### config.mk
export PLATFORM = sky130hd
export DESIGN_NAME = mem_stage_flat
export DESIGN_NICKNAME = d
export VERILOG_FILES = /design/src/hdl/core_pkg.sv /design/src/hdl/bus_pkg.sv /design/src/hdl/dmem_if.sv /design/src/hdl/mem_stage.sv /design/src/flat_wrapper.sv
export VERILOG_INCLUDE_DIRS = /design/src /design/src/hdl
export SDC_FILE = /design/constraint.sdc
export NUM_CORES = 1
export LEC_CHECK = 0
export BUFFER_PORTS_ARGS = -buffer_cell sky130_fd_sc_hd__buf_2
export CAP_MARGIN = 10
export CORE_MARGIN = 10
export CORE_UTILIZATION = 50
export DETAILED_ROUTE_END_ITERATION = 8
export PLACE_DENSITY = 0.74
export RECOVER_POWER = 25
export SETUP_SLACK_MARGIN = 0.3
export SLEW_MARGIN = 5
export SYNTH_ARGS = -nofsm -noshare
export SYNTH_HDL_FRONTEND = slang
export SYNTH_SLANG_ARGS = --single-unit
### constraint.sdc
create_clock -name clk -period 3.5 [get_ports clk]
set_input_delay 0.7 -clock clk [delete_from_list [all_inputs] [get_ports clk]]
set_output_delay 0.7 -clock clk [all_outputs]
set_load 0.02 [all_outputs]
### src/hdl/mem_defines.svh
`ifndef MEM_DEFINES_SVH
`define MEM_DEFINES_SVH

// Data and address width
`define XLEN 32

// Depth in 32-bit words, byte addresses 0 .. 4*MEM_WORDS-1
`define MEM_WORDS 256

// Cycles from request acceptance to response, 1 or more
`define MEM_LATENCY 2

`endif

### src/hdl/core_pkg.sv
`default_nettype none

package core_pkg;

    typedef enum logic [2:0] {
        OP_LOAD,
        OP_STORE,
        OP_LR,
        OP_SC,
        OP_AMO
    } mem_op_e;

    // Read-modify-write flavours of the A extension
    typedef enum logic [3:0] {
        AMO_SWAP,
        AMO_ADD,
        AMO_XOR,
        AMO_AND,
        AMO_OR,
        AMO_MIN,
        AMO_MAX,
        AMO_MINU,
        AMO_MAXU
    } amo_op_e;

    typedef enum logic [1:0] {
        SIZE_B,
        SIZE_H,
        SIZE_W
    } mem_size_e;

    // mcause exception codes
    typedef enum logic [3:0] {
        LOAD_MISALIGNED        = 4'd4,
        LOAD_ACCESS_FAULT      = 4'd5,
        STORE_AMO_MISALIGNED   = 4'd6,
        STORE_AMO_ACCESS_FAULT = 4'd7
    } trap_cause_e;

endpackage

`default_nettype wire

### src/hdl/bus_pkg.sv
`default_nettype none
`include "mem_defines.svh"

package bus_pkg;

    typedef logic [`XLEN-1:0] word_t;
    typedef logic [`XLEN-1:0] addr_t;  // Byte address

    typedef enum logic {
        RESP_OK,
        RESP_ACCESS_FAULT
    } resp_e;

endpackage

`default_nettype wire

### src/hdl/dmem_if.sv
`timescale 1ns/1ps
`default_nettype none

interface dmem_if;

    logic           req_valid;
    logic           req_ready;
    logic           req_wen;
    bus_pkg::addr_t req_addr;
    bus_pkg::word_t req_wdata;
    logic [3:0]     req_wmask;   // One bit per byte lane

    // Single-cycle pulse, cannot be stalled
    logic            resp_valid;
    bus_pkg::word_t  resp_rdata;
    bus_pkg::resp_e  resp_status;

    modport master (
        output req_valid, req_wen, req_addr, req_wdata, req_wmask,
        input  req_ready, resp_valid, resp_rdata, resp_status
    );

    modport slave (
        input  req_valid, req_wen, req_addr, req_wdata, req_wmask,
        output req_ready, resp_valid, resp_rdata, resp_status
    );

endinterface

`default_nettype wire

### src/hdl/mem_stage.sv
`timescale 1ns/1ps
`default_nettype none
`include "mem_defines.svh"

module mem_stage (
    input  wire                      clk,
    input  wire                      rst_n,
    input  wire                      cmd_valid,
    output logic                     cmd_ready,
    input  wire core_pkg::mem_op_e   cmd_op,
    input  wire core_pkg::amo_op_e   cmd_amo,
    input  wire core_pkg::mem_size_e cmd_size,
    input  wire                      cmd_signed,
    input  wire bus_pkg::addr_t      cmd_addr,
    input  wire bus_pkg::word_t      cmd_wdata,
    output logic                     result_valid,
    input  wire                      result_ready,
    output bus_pkg::word_t           result_rdata,
    output logic                     result_trap,
    output core_pkg::trap_cause_e    result_cause,
    dmem_if.master                   bus
);

    typedef enum logic [2:0] {
        IDLE,
        ISSUE,
        WAIT_READ,
        WAIT_WRITE,
        DONE
    } state_e;

    state_e state;

    core_pkg::mem_op_e   op_q;
    core_pkg::amo_op_e   amo_q;
    core_pkg::mem_size_e size_q;
    logic                signed_q;
    bus_pkg::addr_t      addr_q;
    bus_pkg::word_t      wdata_q;

    logic                amo_wr_q;   // AMO in its write phase
    bus_pkg::word_t      amo_old_q;
    logic                resv_valid;
    logic [`XLEN-1:2]    resv_word;

    logic           cmd_fire;
    logic           cmd_misaligned;
    logic           cmd_store_side;
    logic           cmd_sc_fail;
    logic           sc_match;
    logic           op_store_side;
    logic           write_phase;
    logic           resp_fault;
    logic [1:0]     lane;
    logic [3:0]     size_mask;
    logic           amo_lt_s;
    logic           amo_lt_u;
    bus_pkg::word_t load_shift;
    bus_pkg::word_t load_data;
    bus_pkg::word_t amo_new;

    assign cmd_ready    = (state == IDLE);
    assign result_valid = (state == DONE);
    assign cmd_fire     = cmd_valid && cmd_ready;

    // Atomics are word only
    always_comb begin
        case (cmd_size)
            core_pkg::SIZE_B: cmd_misaligned = 1'b0;
            core_pkg::SIZE_H: cmd_misaligned = cmd_addr[0];
            default:          cmd_misaligned = |cmd_addr[1:0];
        endcase
        if (cmd_op != core_pkg::OP_LOAD && cmd_op != core_pkg::OP_STORE &&
            cmd_size != core_pkg::SIZE_W) begin
            cmd_misaligned = 1'b1;
        end
    end

    assign cmd_store_side = cmd_op != core_pkg::OP_LOAD && cmd_op != core_pkg::OP_LR;
    assign op_store_side  = op_q != core_pkg::OP_LOAD && op_q != core_pkg::OP_LR;
    assign sc_match       = resv_valid && resv_word == cmd_addr[`XLEN-1:2];
    assign cmd_sc_fail    = cmd_op == core_pkg::OP_SC && !sc_match;

    assign write_phase = op_q == core_pkg::OP_STORE || op_q == core_pkg::OP_SC ||
                         (op_q == core_pkg::OP_AMO && amo_wr_q);
    assign resp_fault  = bus.resp_status == bus_pkg::RESP_ACCESS_FAULT;
    assign lane        = addr_q[1:0];

    always_comb begin
        case (size_q)
            core_pkg::SIZE_B: size_mask = 4'b0001;
            core_pkg::SIZE_H: size_mask = 4'b0011;
            default:          size_mask = 4'b1111;
        endcase
    end

    // Load lanes back down to bit 0
    assign load_shift = bus.resp_rdata >> {lane, 3'b000};

    always_comb begin
        case (size_q)
            core_pkg::SIZE_B:
                load_data = {{(`XLEN-8){signed_q & load_shift[7]}}, load_shift[7:0]};
            core_pkg::SIZE_H:
                load_data = {{(`XLEN-16){signed_q & load_shift[15]}}, load_shift[15:0]};
            default:
                load_data = load_shift;
        endcase
    end

    assign amo_lt_s = $signed(amo_old_q) < $signed(wdata_q);
    assign amo_lt_u = amo_old_q < wdata_q;

    always_comb begin
        case (amo_q)
            core_pkg::AMO_SWAP: amo_new = wdata_q;
            core_pkg::AMO_ADD:  amo_new = amo_old_q + wdata_q;
            core_pkg::AMO_XOR:  amo_new = amo_old_q ^ wdata_q;
            core_pkg::AMO_AND:  amo_new = amo_old_q & wdata_q;
            core_pkg::AMO_OR:   amo_new = amo_old_q | wdata_q;
            core_pkg::AMO_MIN:  amo_new = amo_lt_s ? amo_old_q : wdata_q;
            core_pkg::AMO_MAX:  amo_new = amo_lt_s ? wdata_q : amo_old_q;
            core_pkg::AMO_MINU: amo_new = amo_lt_u ? amo_old_q : wdata_q;
            core_pkg::AMO_MAXU: amo_new = amo_lt_u ? wdata_q : amo_old_q;
            default:            amo_new = wdata_q;
        endcase
    end

    assign bus.req_valid = (state == ISSUE);
    assign bus.req_wen   = write_phase;
    assign bus.req_addr  = addr_q;
    assign bus.req_wdata = (op_q == core_pkg::OP_AMO) ? amo_new : wdata_q << {lane, 3'b000};
    assign bus.req_wmask = size_mask << lane;

    always_ff @(posedge clk or negedge rst_n) begin
        if (!rst_n) begin
            state      <= IDLE;
            amo_wr_q   <= 1'b0;
            resv_valid <= 1'b0;
        end else begin
            case (state)
                IDLE: begin
                    if (cmd_fire) begin
                        amo_wr_q <= 1'b0;
                        if (cmd_op == core_pkg::OP_SC) begin
                            resv_valid <= 1'b0;  // Consumed on success or failure
                        end
                        state <= (cmd_misaligned || cmd_sc_fail) ? DONE : ISSUE;
                    end
                end
                ISSUE: begin
                    if (bus.req_ready) begin
                        state <= write_phase ? WAIT_WRITE : WAIT_READ;
                    end
                end
                WAIT_READ: begin
                    if (bus.resp_valid) begin
                        if (!resp_fault && op_q == core_pkg::OP_AMO) begin
                            amo_wr_q <= 1'b1;
                            state    <= ISSUE;
                        end else begin
                            state <= DONE;
                        end
                        if (!resp_fault && op_q == core_pkg::OP_LR) begin
                            resv_valid <= 1'b1;
                        end
                    end
                end
                WAIT_WRITE: begin
                    if (bus.resp_valid) begin
                        state <= DONE;
                    end
                end
                DONE: begin
                    if (result_ready) begin
                        state <= IDLE;
                    end
                end
                default: state <= IDLE;
            endcase
        end
    end

    always_ff @(posedge clk) begin
        case (state)
            IDLE: begin
                if (cmd_fire) begin
                    op_q         <= cmd_op;
                    amo_q        <= cmd_amo;
                    size_q       <= cmd_size;
                    signed_q     <= cmd_signed;
                    addr_q       <= cmd_addr;
                    wdata_q      <= cmd_wdata;
                    result_trap  <= cmd_misaligned;
                    result_cause <= cmd_store_side ? core_pkg::STORE_AMO_MISALIGNED
                                                   : core_pkg::LOAD_MISALIGNED;
                    // SC failure code is 1, everything else starts at 0
                    result_rdata <= {{(`XLEN-1){1'b0}}, cmd_sc_fail && !cmd_misaligned};
                end
            end
            WAIT_READ: begin
                if (bus.resp_valid) begin
                    amo_old_q    <= bus.resp_rdata;
                    result_trap  <= resp_fault;
                    result_cause <= op_store_side ? core_pkg::STORE_AMO_ACCESS_FAULT
                                                  : core_pkg::LOAD_ACCESS_FAULT;
                    result_rdata <= resp_fault ? '0 : load_data;
                    if (!resp_fault && op_q == core_pkg::OP_LR) begin
                        resv_word <= addr_q[`XLEN-1:2];
                    end
                end
            end
            WAIT_WRITE: begin
                if (bus.resp_valid) begin
                    result_trap  <= resp_fault;
                    result_cause <= core_pkg::STORE_AMO_ACCESS_FAULT;
                    if (resp_fault) begin
                        result_rdata <= '0;
                    end
                end
            end
            default: begin
            end
        endcase
    end

endmodule

`default_nettype wire

### src/flat_wrapper.sv
// flat-port wrapper written by rule: the top's interface ports become plain ports
module mem_stage_flat 
  (clk, rst_n, cmd_valid, cmd_ready, cmd_op, cmd_amo, cmd_size, cmd_signed, cmd_addr, cmd_wdata, result_valid, result_ready, result_rdata, result_trap, result_cause, bus_req_valid, bus_req_wen, bus_req_addr, bus_req_wdata, bus_req_wmask, bus_req_ready, bus_resp_valid, bus_resp_rdata, bus_resp_status);
  dmem_if bus_i ();
  input  wire clk;
  input  wire rst_n;
  input  wire cmd_valid;
  output logic cmd_ready;
  input  wire core_pkg::mem_op_e cmd_op;
  input  wire core_pkg::amo_op_e cmd_amo;
  input  wire core_pkg::mem_size_e cmd_size;
  input  wire cmd_signed;
  input  wire bus_pkg::addr_t cmd_addr;
  input  wire bus_pkg::word_t cmd_wdata;
  output logic result_valid;
  input  wire result_ready;
  output bus_pkg::word_t result_rdata;
  output logic result_trap;
  output core_pkg::trap_cause_e result_cause;
  output wire logic [$bits(bus_i.req_valid)-1:0] bus_req_valid;
  output wire logic [$bits(bus_i.req_wen)-1:0] bus_req_wen;
  output wire logic [$bits(bus_i.req_addr)-1:0] bus_req_addr;
  output wire logic [$bits(bus_i.req_wdata)-1:0] bus_req_wdata;
  output wire logic [$bits(bus_i.req_wmask)-1:0] bus_req_wmask;
  input wire logic [$bits(bus_i.req_ready)-1:0] bus_req_ready;
  input wire logic [$bits(bus_i.resp_valid)-1:0] bus_resp_valid;
  input wire logic [$bits(bus_i.resp_rdata)-1:0] bus_resp_rdata;
  input wire logic [$bits(bus_i.resp_status)-1:0] bus_resp_status;
  assign bus_req_valid = bus_i.req_valid;
  assign bus_req_wen = bus_i.req_wen;
  assign bus_req_addr = bus_i.req_addr;
  assign bus_req_wdata = bus_i.req_wdata;
  assign bus_req_wmask = bus_i.req_wmask;
  assign bus_i.req_ready = bus_req_ready;
  assign bus_i.resp_valid = bus_resp_valid;
  assign bus_i.resp_rdata = bus_resp_rdata;
  assign bus_i.resp_status = bus_resp_status;
  mem_stage u_core (.clk(clk), .rst_n(rst_n), .cmd_valid(cmd_valid), .cmd_ready(cmd_ready), .cmd_op(cmd_op), .cmd_amo(cmd_amo), .cmd_size(cmd_size), .cmd_signed(cmd_signed), .cmd_addr(cmd_addr), .cmd_wdata(cmd_wdata), .result_valid(result_valid), .result_ready(result_ready), .result_rdata(result_rdata), .result_trap(result_trap), .result_cause(result_cause), .bus(bus_i));
endmodule
==> summary.txt, run 1 <==
Clock network
  – Sink Count: 176
  – Clock Tree Buf Depth: 2
  – Later-pin clock latency in the skew report: 0.44 ns
  – Clock root buffer: clkbuf_16
  – CTS buffer count: 17
  – CTS tree: done
  – Clock-pin slew on the worst setup and hold paths: 0.08 ns
  – CTS hold repair buffers: 0
  – # H-tree levels: 4

Synth
  – Async SR Flop Fraction: 0.0284
  – Leading area contributor after synthesis: edfxtp_1
  – Synth top area cells: edfxtp_1 43%, ha_1 10%, a21oi_1 4.0%, o21ai_0 3.4%, mux2i_1 3.0%
  – Yosys cell types: 81
  – Mapped Area: 11900 um2
  – Seq/Total Area, Yosys: 0.441
  – Post-synth EDFFs: 171
  – Mapped Cells: 1192
  – #FFs+latches synth: 176
  – Synth warn: 0
  – Synth top area share: 0.430
  – Synth Flop Type: edfxtp_1
  – Net Count, Synth: 1402
  – Post-Syn Area per Cell: 10.0 um2

Drt
  – 1st-pass router iterations: 6
  – Drt total wl: 46600 um
  – Routed vias/inst: 6.05
  – Routed WL per cell: 24.1 um
  – Post-route antenna net violation count: 0
  – Detailed-route via count: 11.7k
  – Initial DRC count: 1459
  – Residual DRC: 0

Power and ir drop
  – Power density over cell area: 695 nW/um2
  – PnR Total Power: 11.4 mW
  – Worst vdd ir: 0.408 mV
  – P_leak: 6.85 nW

STA
  – Max Transition Viols Final: 0
  – Skew final: 0.0202 ns
  – Relative slew margins: 0.467
  – Final Worst Setup Slack: -1.03 ns
  – Fmax: 221 MHz
  – Setup violations, final: 32
  – Slew @ Worst Pin: 0.789 ns
  – RSZ-0062 raised after global routing: true
  – Hold Violations, Final: 0
  – Tmin final: 4.53 ns
  – Final period util: 1.30

Critical path
  – Crit end category: output port
  – Crit path launch type: flip-flop
  – Worst EP arrival: 3.83 ns
  – Crit path required time: 2.80 ns
  – CP Class: reg2out
  – Crit path max fanout: 7

Global routing
  – Largest net degree at the start of global routing: 43
  – Gr usage total: 0.294
  – Initial antenna violation count: 2
  – Vias in the first global route: 11.5k
  – Global route overflow: 0
  – Global-route wire length before repair: 68700 um

Flow run
  – Max Cap Viol: 0

Place
  – RePlAce Congestion: 1.00
  – DPL Wire Length: 36400 um
  – Buffers added on ports: 219
  – DP Worst Slack: -0.776 ns

Cells and area
  – Fill count: 1800
  – Reg area: 5260 um2
  – Area of the multi-input gates: 6710 um2
  – Layout area overhead: 37.0%
  – Nets: 1807
  – Share of cells above drive strength 1: 0.336

Floorplan
  – FP Rows: 56
  – Total core area: 23500 um2
  – Initial Util: 0.508
  – Die area: 30400 um2
  – Die height: 174 um
  – Overall die width: 174 um
  – # IOs: 222

Run status
  – Status: finished with violations
  – Failing checks: negative setup slack

Hold path
  – Hold/Removal Path Class: in2async
==> synth_stat cells (7+ instances only) <==
master	count
a211oi_1	23
a21o_1	25
a21oi_1	96
a221oi_1	34
a22oi_1	10
a31oi_1	7
and2_1	10
and3_1	7
buf_2	7
clkbuf_1	60
edfxtp_1	171
ha_1	96
inv_1	83
mux2i_1	36
nand2_1	94
nand2b_1	7
nand3_1	12
nand4_1	12
nor2_1	82
nor2b_1	18
nor3_1	16
o211ai_1	12
o21a_1	7
o21ai_0	82
o21bai_1	7
o2bb2ai_1	9
o31ai_1	7
or3_1	7
xnor2_1	39
==> final timing paths <==
kind	from	end	slack, ns	cells past startpoint
worst max register to register	u_core.bus.req_addr[0]	u_core.result_rdata[20]	0.75	8
worst max-delay path	u_core.wdata_q[28]	bus_req_wdata[5]	-1.03	13
min in group clk	cmd_wdata[17]	u_core.wdata_q[17]	0.43	1
max in group asynchronous	rst_n	u_core.state[0]	3.08	1
worst min register to register	u_core.bus.req_addr[4]	u_core.resv_word[4]	0.45	0
worst min-delay path	rst_n	u_core.resv_valid	0.14	1
==> power by group <==
part	leakage (nW)	internal, mW	switching (mW)	total [mW]
Sequential	1.66	2.88	0.287	3.17
Clock	0.283	0.975	0.994	1.97
Combinational	4.91	2.51	3.71	6.22
Total	6.85	6.37	4.99	11.4
==> area by class of cell <==
type	instances	area share
Multi-Input combinational cell	855	0.411
Sequential cell	176	0.322
Timing Repair Buffer	463	0.188
Clock buffer	19	0.0271
Tap cell	319	0.0244
Inverter	84	0.0193
Clock inverter	13	0.00872
Antenna cell	1	0.000153
==> layout by cell type, fill, tap and decap left out, types with 8 or more instances in the layout <==
cell	count
buf_6	25
xnor2_1	38
a21oi_1	83
ha_1	87
o21ai_0	78
buf_2	120
nand3_1	11
nor2_1	75
clkbuf_16	18
a22oi_1	9
edfxtp_1	171
a221oi_4	9
buf_4	238
and2_1	9
clkbuf_1	75
nand2_1	94
a221oi_2	16
nor2b_1	18
a211oi_1	21
a221oi_1	14
nor3_1	15
o211ai_1	12
a21oi_2	12
inv_1	76
nand4_1	12
a21o_1	25
mux2i_1	34
inv_2	8
==> flip-flops by register name, indices dropped and copies added, names as in the netlist, 2 cells and up <==
name	flops
u_core.wdata_q	32
u_core.bus.req_addr	32
u_core.resv_word	30
u_core.size_q	2
u_core.result_rdata	32
u_core.amo_old_q	32
u_core.amo_q	4
u_core.op_q	3
u_core.result_cause	2
u_core.state	3
==> per-layer routing <==
layer	wire length, um	up-vias	global-route usage
li1	-	5257	-
met1	18200	5587	0.370
met2	21400	713	0.470
met3	5020	115	0.0856
met4	1910	2	0.110
met5	8	-	0
==> critical path: stages (launching register included) <==
cell,delay (ns)
edfxtp_1,0.40
inv_2,0.10
ha_4,0.21
or4_4,0.57
nor4b_4,0.33
and4_4,0.30
o41ai_4,0.12
nand3_4,0.20
a21oi_2,0.10
o31ai_2,0.37
buf_4,0.22
o211ai_4,0.14
o2bb2ai_2,0.16
buf_4,0.16
==> repair_timing <==
action	CTS	global route
setup buffers	5	7
resized for setup	69	44
cloned	0	1
hold endpoints to repair	0	0
setup endpoints to repair	32	32
pin swaps	24	26
==> cell families after synthesis <==
| family | synth area share |
|---|---|
| compound gates | 0.220 |
| xor+xnor | 0.0308 |
| fa+ha+maj | 0.102 |
| buf+inv | 0.0530 |
| flops | 0.441 |
| mux | 0.0340 |
| other cells | 0.000629 |
| simple gates | 0.119 |
==> per-stage QoR <==
stage,util,hold WS (ns),instances,TNS [ns],instance area [um2]
after CTS,0.687,0.0649,1921,-27.95,16100
after global routing,0.696,0.140,1929,-32.66,16300
after global placement,0.648,0.425,1884,-18.85,15200
after detailed placement,0.648,0.430,1884,-19.17,15200
final,0.696,0.143,1930,-29.61,16300
after floorplan,-,0.404,1192,-5.89,12300
Power figures use the tool's default switching activity.
==> run 2, diff against run 1 <==
- ABC_AREA: not set -> 1
- PLACE_DENSITY: 0.74 -> 0.73
==> run 2 against run 1 <==
Register-to-register slack worse by 0.07 ns; the run still ends with negative setup slack left; critical path type unchanged; critical endpoint is now bus_req_wdata[10]; highest routed layer unchanged; power grew 59%; largest power group unchanged; synthesized cell count rose by 52%.
==> summary.txt, run 2 <==
Run status
  – Status: finished with violations (unchanged)
  – Failing checks: negative setup slack (unchanged)

Clock network
  – Sink Count: 176 (unchanged)
  – Clock Tree Buf Depth: 2 (unchanged)
  – CTS tree: done (unchanged)
  – CTS buffer count: 17 (unchanged)
  – CTS hold repair buffers: 0 (unchanged)
  – # H-tree levels: 4 (unchanged)
  – Clock root buffer: clkbuf_16 (unchanged)
  – Clock-pin slew on the worst setup and hold paths: 0.08 ns (about the same)
  – Later-pin clock latency in the skew report: 0.45 ns (was 0.44 ns)

Critical path
  – Crit path capture: bus_req_wdata[10] (was bus_req_wdata[5])
  – Crit-path cells: buf_6 > ha_1 > a21oi_1 > o21a_1 > nand2_2 > a21oi_4 > buf_12 > nand2_8 > buf_12 > buf_16 > o21ai_0 > nand2_2 > o21ai_2 > nand2_2 > buf_6 (was inv_2 > ha_4 > or4_4 > nor4b_4 > and4_4 > o41ai_4 > nand3_4 > a21oi_2 > o31ai_2 > buf_4 > o211ai_4 > o2bb2ai_2 > buf_4)
  – Worst EP arrival: 3.26 ns (was 3.83 ns)
  – Worst Path Buf+Inv: 5 (was 3)
  – Worst r2r dst: u_core.result_rdata[30] (was u_core.result_rdata[20])
  – Reg2reg setup slack: 0.68 ns (was 0.75 ns)
  – Crit path launch type: flip-flop (unchanged)
  – Crit end category: output port (unchanged)
  – Reg-to-Reg Start: u_core.state[2] (was u_core.bus.req_addr[0])
  – CP Class: reg2out (unchanged)
  – Most used cell, CP: nand2_2 (was buf_4)
  – Max incr delay on CP: 0.48 ns (was 0.57 ns)
  – Critical path depth: 15 (was 13)
  – Worst Setup SP: u_core.amo_old_q[28] (was u_core.wdata_q[28])
  – Worst-case reg-to-reg path depth: 7 (was 8)
  – Crit path required time: 2.80 ns (about the same)
  – CP max stage cell: edfxtp_1 (was or4_4)
  – Largest delay share family, worst path: compound AO/OA/AOI/OAI gates (was simple AND/OR/NAND/NOR gates)
  – Crit path max fanout: 21 (was 7)

Cells and area
  – Commonest non-fill, non-tap cell in the layout: nand2_1 (was buf_4)
  – Final Non-Filler Cells: 2591 (was 1930)
  – Layout area overhead: 38.9% (was 37.0%)
  – Most frequent cells in the layout: 390 x nand2_1, 236 x buf_4, 182 x nand3_1 (was 238 x buf_4, 171 x edfxtp_1, 120 x buf_2)
  – Nets: 2441 (was 1807)
  – Share of cells above drive strength 1: 0.308 (was 0.336)

Floorplan
  – Die height: 184 um (was 174 um)
  – Initial Util: 0.505 (was 0.508)
  – FP Rows: 60 (was 56)
  – # IOs: 222 (unchanged)
  – Overall die width: 184 um (was 174 um)
  – Total core area: 26700 um2 (was 23500 um2)
  – Die area: 33900 um2 (was 30400 um2)

Synth
  – Async SR Flop Fraction: 0.0284 (unchanged)
  – Net Count, Synth: 2016 (was 1402)
  – Synth top area cells: edfxtp_1 38%, nand2_1 13%, ha_1 8.9%, nand3_1 7.8%, inv_1 5.7% (was edfxtp_1 43%, ha_1 10%, a21oi_1 4.0%, o21ai_0 3.4%, mux2i_1 3.0%)
  – Count leader, synth: nand2_1 (was edfxtp_1)
  – Synth warn: 0 (unchanged)
  – Synth Area in Compound Gates: 0.156 (was 0.220)
  – Mapped Area: 13500 um2 (was 11900 um2)
  – Top cells by count, synth: 461 x nand2_1, 210 x nand3_1, 204 x inv_1, 171 x edfxtp_1, 136 x nor2_1 (was 171 x edfxtp_1, 96 x a21oi_1, 96 x ha_1, 94 x nand2_1, 83 x inv_1)
  – Seq/Total Area, Yosys: 0.390 (was 0.441)
  – Adder-cell share of the synthesized area: 0.0906 (was 0.102)
  – Post-synth EDFFs: 171 (unchanged)
  – XOR/XNOR share of the synthesized area: 0.0104 (was 0.0308)
  – Post-Syn Area per Cell: 7.47 um2 (was 10.0 um2)
  – Yosys cell types: 49 (was 81)
  – Main combinational cell family by area after synthesis: simple AND/OR/NAND/NOR gates (was compound AO/OA/AOI/OAI gates)
  – Synth Area in Simple Gates: 0.271 (was 0.119)
  – Synth Flop Type: edfxtp_1 (unchanged)
  – Mapped Cells: 1806 (was 1192)
  – Synth top area share: 0.381 (was 0.430)
  – Leading area contributor after synthesis: edfxtp_1 (unchanged)
  – Mux cell area share after synthesis: 0 (was 0.0340)
  – #FFs+latches synth: 176 (unchanged)

STA
  – Tmin final: 3.96 ns (was 4.53 ns)
  – Setup violations, final: 32 (unchanged)
  – WHS: 0.127 ns (was 0.143 ns)
  – Final Worst Setup Slack: -0.464 ns (was -1.03 ns)
  – Final period util: 1.13 (was 1.30)
  – Slew @ Worst Pin: 0.838 ns (was 0.789 ns)
  – Fmax: 252 MHz (was 221 MHz)
  – Relative slew margins: 0.441 (was 0.467)
  – RSZ-0062 raised after global routing: true (unchanged)
  – Max Transition Viols Final: 0 (unchanged)
  – Hold Violations, Final: 0 (unchanged)
  – Skew final: 0.0154 ns (was 0.0202 ns)
  – Setup tns final: -11.66 ns (was -29.61 ns)

Power and ir drop
  – P_leak: 8.65 nW (was 6.85 nW)
  – Power density over cell area: 963 nW/um2 (was 695 nW/um2)
  – Worst vdd ir: 0.676 mV (was 0.408 mV)

Drt
  – Routed vias/inst: 5.97 (was 6.05)
  – 1st-pass router iterations: 6 (unchanged)
  – Initial DRC count: 2311 (was 1459)
  – Post-route antenna net violation count: 0 (unchanged)
  – Routed WL per cell: 23.0 um (was 24.1 um)
  – Residual DRC: 0 (unchanged)
  – Detailed-route via count: 15.5k (was 11.7k)
  – Drt total wl: 59600 um (was 46600 um)

Hold path
  – Hold/Removal Path Class: in2async (unchanged)

Place
  – Buffers added on ports: 219 (unchanged)
  – Placed insts: 2520 (was 1884)
  – RePlAce Congestion: 1.09 (was 1.00)
  – DP Worst Slack: -0.295 ns (was -0.776 ns)
  – DPL Wire Length: 44900 um (was 36400 um)

Global routing
  – Largest net degree at the start of global routing: 44 (was 43)
  – Gr usage total: 0.341 (was 0.294)
  – Initial antenna violation count: 8 (was 2)
  – Global route overflow: 0 (unchanged)
  – Global-route wire length before repair: 87500 um (was 68700 um)
  – Vias in the first global route: 14.6k (was 11.5k)

Flow run
  – Max Cap Viol: 0 (unchanged)
run 2: cell types whose count changed in the layout (fill, tap and decap cells not counted), moves of 24 or more:
| cell | change |
|---|---|
| nor2_1 | +31 |
| inv_1 | +99 |
| nand2_2 | +58 |
| nand2_1 | +296 |
| a21oi_1 | +30 |
| mux2i_1 | -34 |
| nand3_1 | +171 |
| xnor2_1 | -34 |
| nand3_2 | +24 |
run 2: cell families after synthesis:
family | count (synthesis)
xor gates and xnor gates | 16
other | 2
DFF | 176
and+or+nand+nor | 865
adders and majority gates | 97
AOI/OAI and AO/OA | 366
buffers and inverters | 284
run 2: how the worst min path moves through the flow:
stage,slack [ns],to,from
finish,0.13,u_core.state[1],rst_n
global route,0.13,u_core.state[1],rst_n
CTS,0.05,u_core.state[1],rst_n
detailed placement,0.43,u_core.resv_word[30],u_core.bus.req_addr[30]
global placement,0.42,u_core.resv_word[18],u_core.bus.req_addr[18]
floorplan,0.40,u_core.amo_wr_q,rst_n
run 2: stage by stage:
stage | instance area [um2] | utilization | power, mW
floorplan | 13600 | - | 9.38
global placement | 16600 | 0.620 | 13.7
detailed placement | 16600 | 0.620 | 13.8
CTS | 18000 | 0.675 | 16.8
global route | 18700 | 0.700 | 18.9
finish | 18700 | 0.701 | 18.0
run 2: layer usage:
layer,track usage,wire (um)
met5,0,24
met2,0.505,25500
met3,0.102,8000
met4,0.128,2510
met1,0.460,23600
run 2: timing repair:
action | CTS | global route
resized for setup | 162 | 183
endpoints found under the setup margin | 32 | 32
buffers inserted | 18 | 10
pin swaps | 33 | 66
endpoints found under the hold margin | 0 | 0
gates cloned | 3 | 2
run 2: area by class of cell:
class | count | area (um2)
diodes | 6 | 15.0
clock buffers | 17 | 425
clock inverters | 15 | 218
fillers | 2273 | 8000
inverters | 207 | 777
multi-input cells | 1346 | 8150
flip-flops and latches | 176 | 5260
well taps | 341 | 427
repair buffers | 483 | 3450
run 2: where the power goes:
part           total [mW]  leakage [nW]  internal [mW]  switching [mW]
clock network        2.07         0.308           1.00            1.07
registers            3.69          1.69           3.29           0.403
logic                12.3          6.66           4.50            7.78
==> run 3, diff against run 2 <==
- SETUP_SLACK_MARGIN: 0.3 -> not set
==> run 3 against run 2 <==
The flow still finishes with violations (negative setup slack); global-route usage is 0.89 points lower; combinational power grew 4%; cell count shrank 0.39%; via count is 1.8% higher; non-clock buffer count decreased by 7; clock power about the same; utilization is 1.1 points higher; critical endpoint is now bus_req_wdata[11]; first-iteration DRC count grew 1.7%; wire length is 0.18% higher; sequential cell count stayed put.
==> summary.txt, run 3 (synthesis results as in run 2) <==
Run status
  – Status: finished with violations (unchanged)
  – Failing checks: negative setup slack (unchanged)

STA
  – Skew final: 0.0229 ns (was 0.0154 ns)
  – Max Transition Viols Final: 0 (unchanged)
  – Tmin final: 4.12 ns (was 3.96 ns)
  – Final Worst Setup Slack: -0.616 ns (was -0.464 ns)
  – RSZ-0062 raised after global routing: true (unchanged)
  – Fmax: 243 MHz (was 252 MHz)
  – Relative slew margins: 0.349 (was 0.441)
  – Hold Violations, Final: 0 (unchanged)
  – Final period util: 1.18 (was 1.13)
  – Slew @ Worst Pin: 0.971 ns (was 0.838 ns)
  – Setup violations, final: 32 (unchanged)

Floorplan
  – Die height: 184 um (unchanged)
  – Total core area: 26700 um2 (unchanged)
  – FP Rows: 60 (unchanged)
  – Initial Util: 0.505 (unchanged)
  – # IOs: 222 (unchanged)
  – Die area: 33900 um2 (unchanged)
  – Overall die width: 184 um (unchanged)

Global routing
  – Global-route wire length before repair: 86500 um (was 87500 um)
  – Largest net degree at the start of global routing: 56 (was 44)
  – Gr usage total: 0.332 (was 0.341)
  – Vias in the first global route: 14.7k (was 14.6k)
  – Global route overflow: 0 (unchanged)
  – Initial antenna violation count: 4 (was 8)

Critical path
  – Crit-path cells: buf_4 > buf_4 > ha_1 > a21oi_1 > o21ai_1 > a21oi_2 > nand2_2 > nand2_4 > nand2_8 > nand2_8 > nand2_8 > nand2_4 > nand3_4 > buf_12 > nand2_2 > nand2_1 > o21ai_1 > nand2_1 > buf_6 (was buf_6 > ha_1 > a21oi_1 > o21a_1 > nand2_2 > a21oi_4 > buf_12 > nand2_8 > buf_12 > buf_16 > o21ai_0 > nand2_2 > o21ai_2 > nand2_2 > buf_6)
  – Reg2reg setup slack: 0.47 ns (was 0.68 ns)
  – Max incr delay on CP: 0.51 ns (was 0.48 ns)
  – Worst EP arrival: 3.42 ns (was 3.26 ns)
  – Crit path max fanout: 8 (was 21)
  – Most used cell, CP: nand2_8 (was nand2_2)
  – Crit end category: output port (unchanged)
  – CP max stage cell: edfxtp_1 (unchanged)
  – Crit path launch type: flip-flop (unchanged)
  – Crit path required time: 2.80 ns (about the same)
  – CP Class: reg2out (unchanged)

Power and ir drop
  – Power density over cell area: 974 nW/um2 (was 963 nW/um2)
  – Worst vdd ir: 0.624 mV (was 0.676 mV)
  – P_leak: 8.75 nW (was 8.65 nW)

Drt
  – Routed WL per cell: 23.1 um (was 23.0 um)
  – Routed vias/inst: 6.10 (was 5.97)
  – Post-route antenna net violation count: 0 (unchanged)
  – Detailed-route via count: 15.7k (was 15.5k)
  – Residual DRC: 0 (unchanged)
  – Drt total wl: 59700 um (was 59600 um)
  – Initial DRC count: 2351 (was 2311)
  – 1st-pass router iterations: 8 (was 6)

Place
  – Buffers added on ports: 219 (unchanged)
  – RePlAce Congestion: 1.08 (was 1.09)
  – DP Area: 16400 um2 (was 16600 um2)
  – DPL Wire Length: 43400 um (was 44900 um)

Flow run
  – Max Cap Viol: 0 (unchanged)

Clock network
  – # H-tree levels: 4 (unchanged)
  – Clock Tree Buf Depth: 2 (unchanged)
  – Clock root buffer: clkbuf_16 (unchanged)
  – CTS buffer count: 17 (unchanged)
  – CTS hold repair buffers: 0 (unchanged)
  – Clock-pin slew on the worst setup and hold paths: 0.09 ns (was 0.08 ns)
  – Sink Count: 176 (unchanged)
  – CTS tree: done (unchanged)
  – Later-pin clock latency in the skew report: 0.45 ns (about the same)

Cells and area
  – Most frequent cells in the layout: 389 x nand2_1, 218 x buf_4, 172 x inv_1 (was 390 x nand2_1, 236 x buf_4, 182 x nand3_1)
  – Post-route design area: 19000 um2 (was 18700 um2)
  – Share of cells above drive strength 1: 0.319 (was 0.308)
  – Fill count: 2103 (was 2273)
  – Finished Core Util: 0.712 (was 0.701)
  – Commonest non-fill, non-tap cell in the layout: nand2_1 (unchanged)
  – Nets: 2434 (was 2441)
  – Layout area overhead: 41.2% (was 38.9%)

Hold path
  – Hold/Removal Path Class: in2async (unchanged)
## run 3: report_power, final
group          internal (mW)  switching (mW)  total, mW  leakage [nW]
clock network           1.02            1.08       2.10         0.314
registers               3.28           0.377       3.66          1.69
logic                   4.71            8.07       12.8          6.75
total                   9.01            9.53       18.5          8.75
## run 3: worst max-delay path, delay by kind of cell, from the launching register on
family / cells / cell delay [ns]
and+or+nand+nor: 10 / 0.99
buffers and inverters: 4 / 0.68
DFF: 1 / 0.51
adders and majority gates: 1 / 0.19
AOI/OAI and AO/OA: 4 / 0.58
## run 3: routing by layer
| metal | routed length, um | track usage |
|---|---|---|
| met5 | 27 | 0 |
| met4 | 2750 | 0.139 |
| met3 | 8140 | 0.0819 |
| met2 | 26400 | 0.506 |
| met1 | 22400 | 0.442 |
## run 3: layout make-up
type	count	area, um2	area share
timing repair buffer	476	3510	0.185
antenna	3	7.51	0.000394
clock inverter	15	230	0.0121
multi-input combinational	1346	8390	0.441
clock buffer	17	425	0.0223
sequential	176	5260	0.276
inverter	207	782	0.0411
tap	341	427	0.0224
## run 3: what timing repair did
action	in CTS	in global routing
endpoints found under the setup margin	32	32
pin swaps	50	101
endpoints found under the hold margin	0	0
setup buffers	16	23
gates cloned	2	4
resized for setup	158	272
## run 3: path summary, 6_finish.rpt
check / start / to / cells past startpoint
max: u_core.amo_old_q[12] / bus_req_wdata[11] / 19
min: rst_n / u_core.state[2] / 1
max reg2reg: u_core.bus.req_addr[1] / u_core.result_rdata[18] / 6
min reg2reg: u_core.bus.req_addr[2] / u_core.resv_word[2] / 0
max in group asynchronous: rst_n / u_core.amo_wr_q / 1
min in group clk: cmd_wdata[22] / u_core.wdata_q[22] / 1
## run 3: through the flow
step / hold slack, ns / power (mW) / cells / worst slack [ns] / setup TNS (ns)
after global placement: 0.423 / 13.5 / 2502 / -0.292 / -3.01
after detailed placement: 0.428 / 13.6 / 2502 / -0.256 / -2.94
after floorplan: 0.404 / 9.31 / 1806 / 0.212 / 0
final: 0.0966 / 18.5 / 2581 / -0.616 / -16.37
after global routing: 0.0995 / 19.4 / 2580 / -0.658 / -18.71
after CTS: 0.0384 / 16.7 / 2551 / -0.380 / -10.37
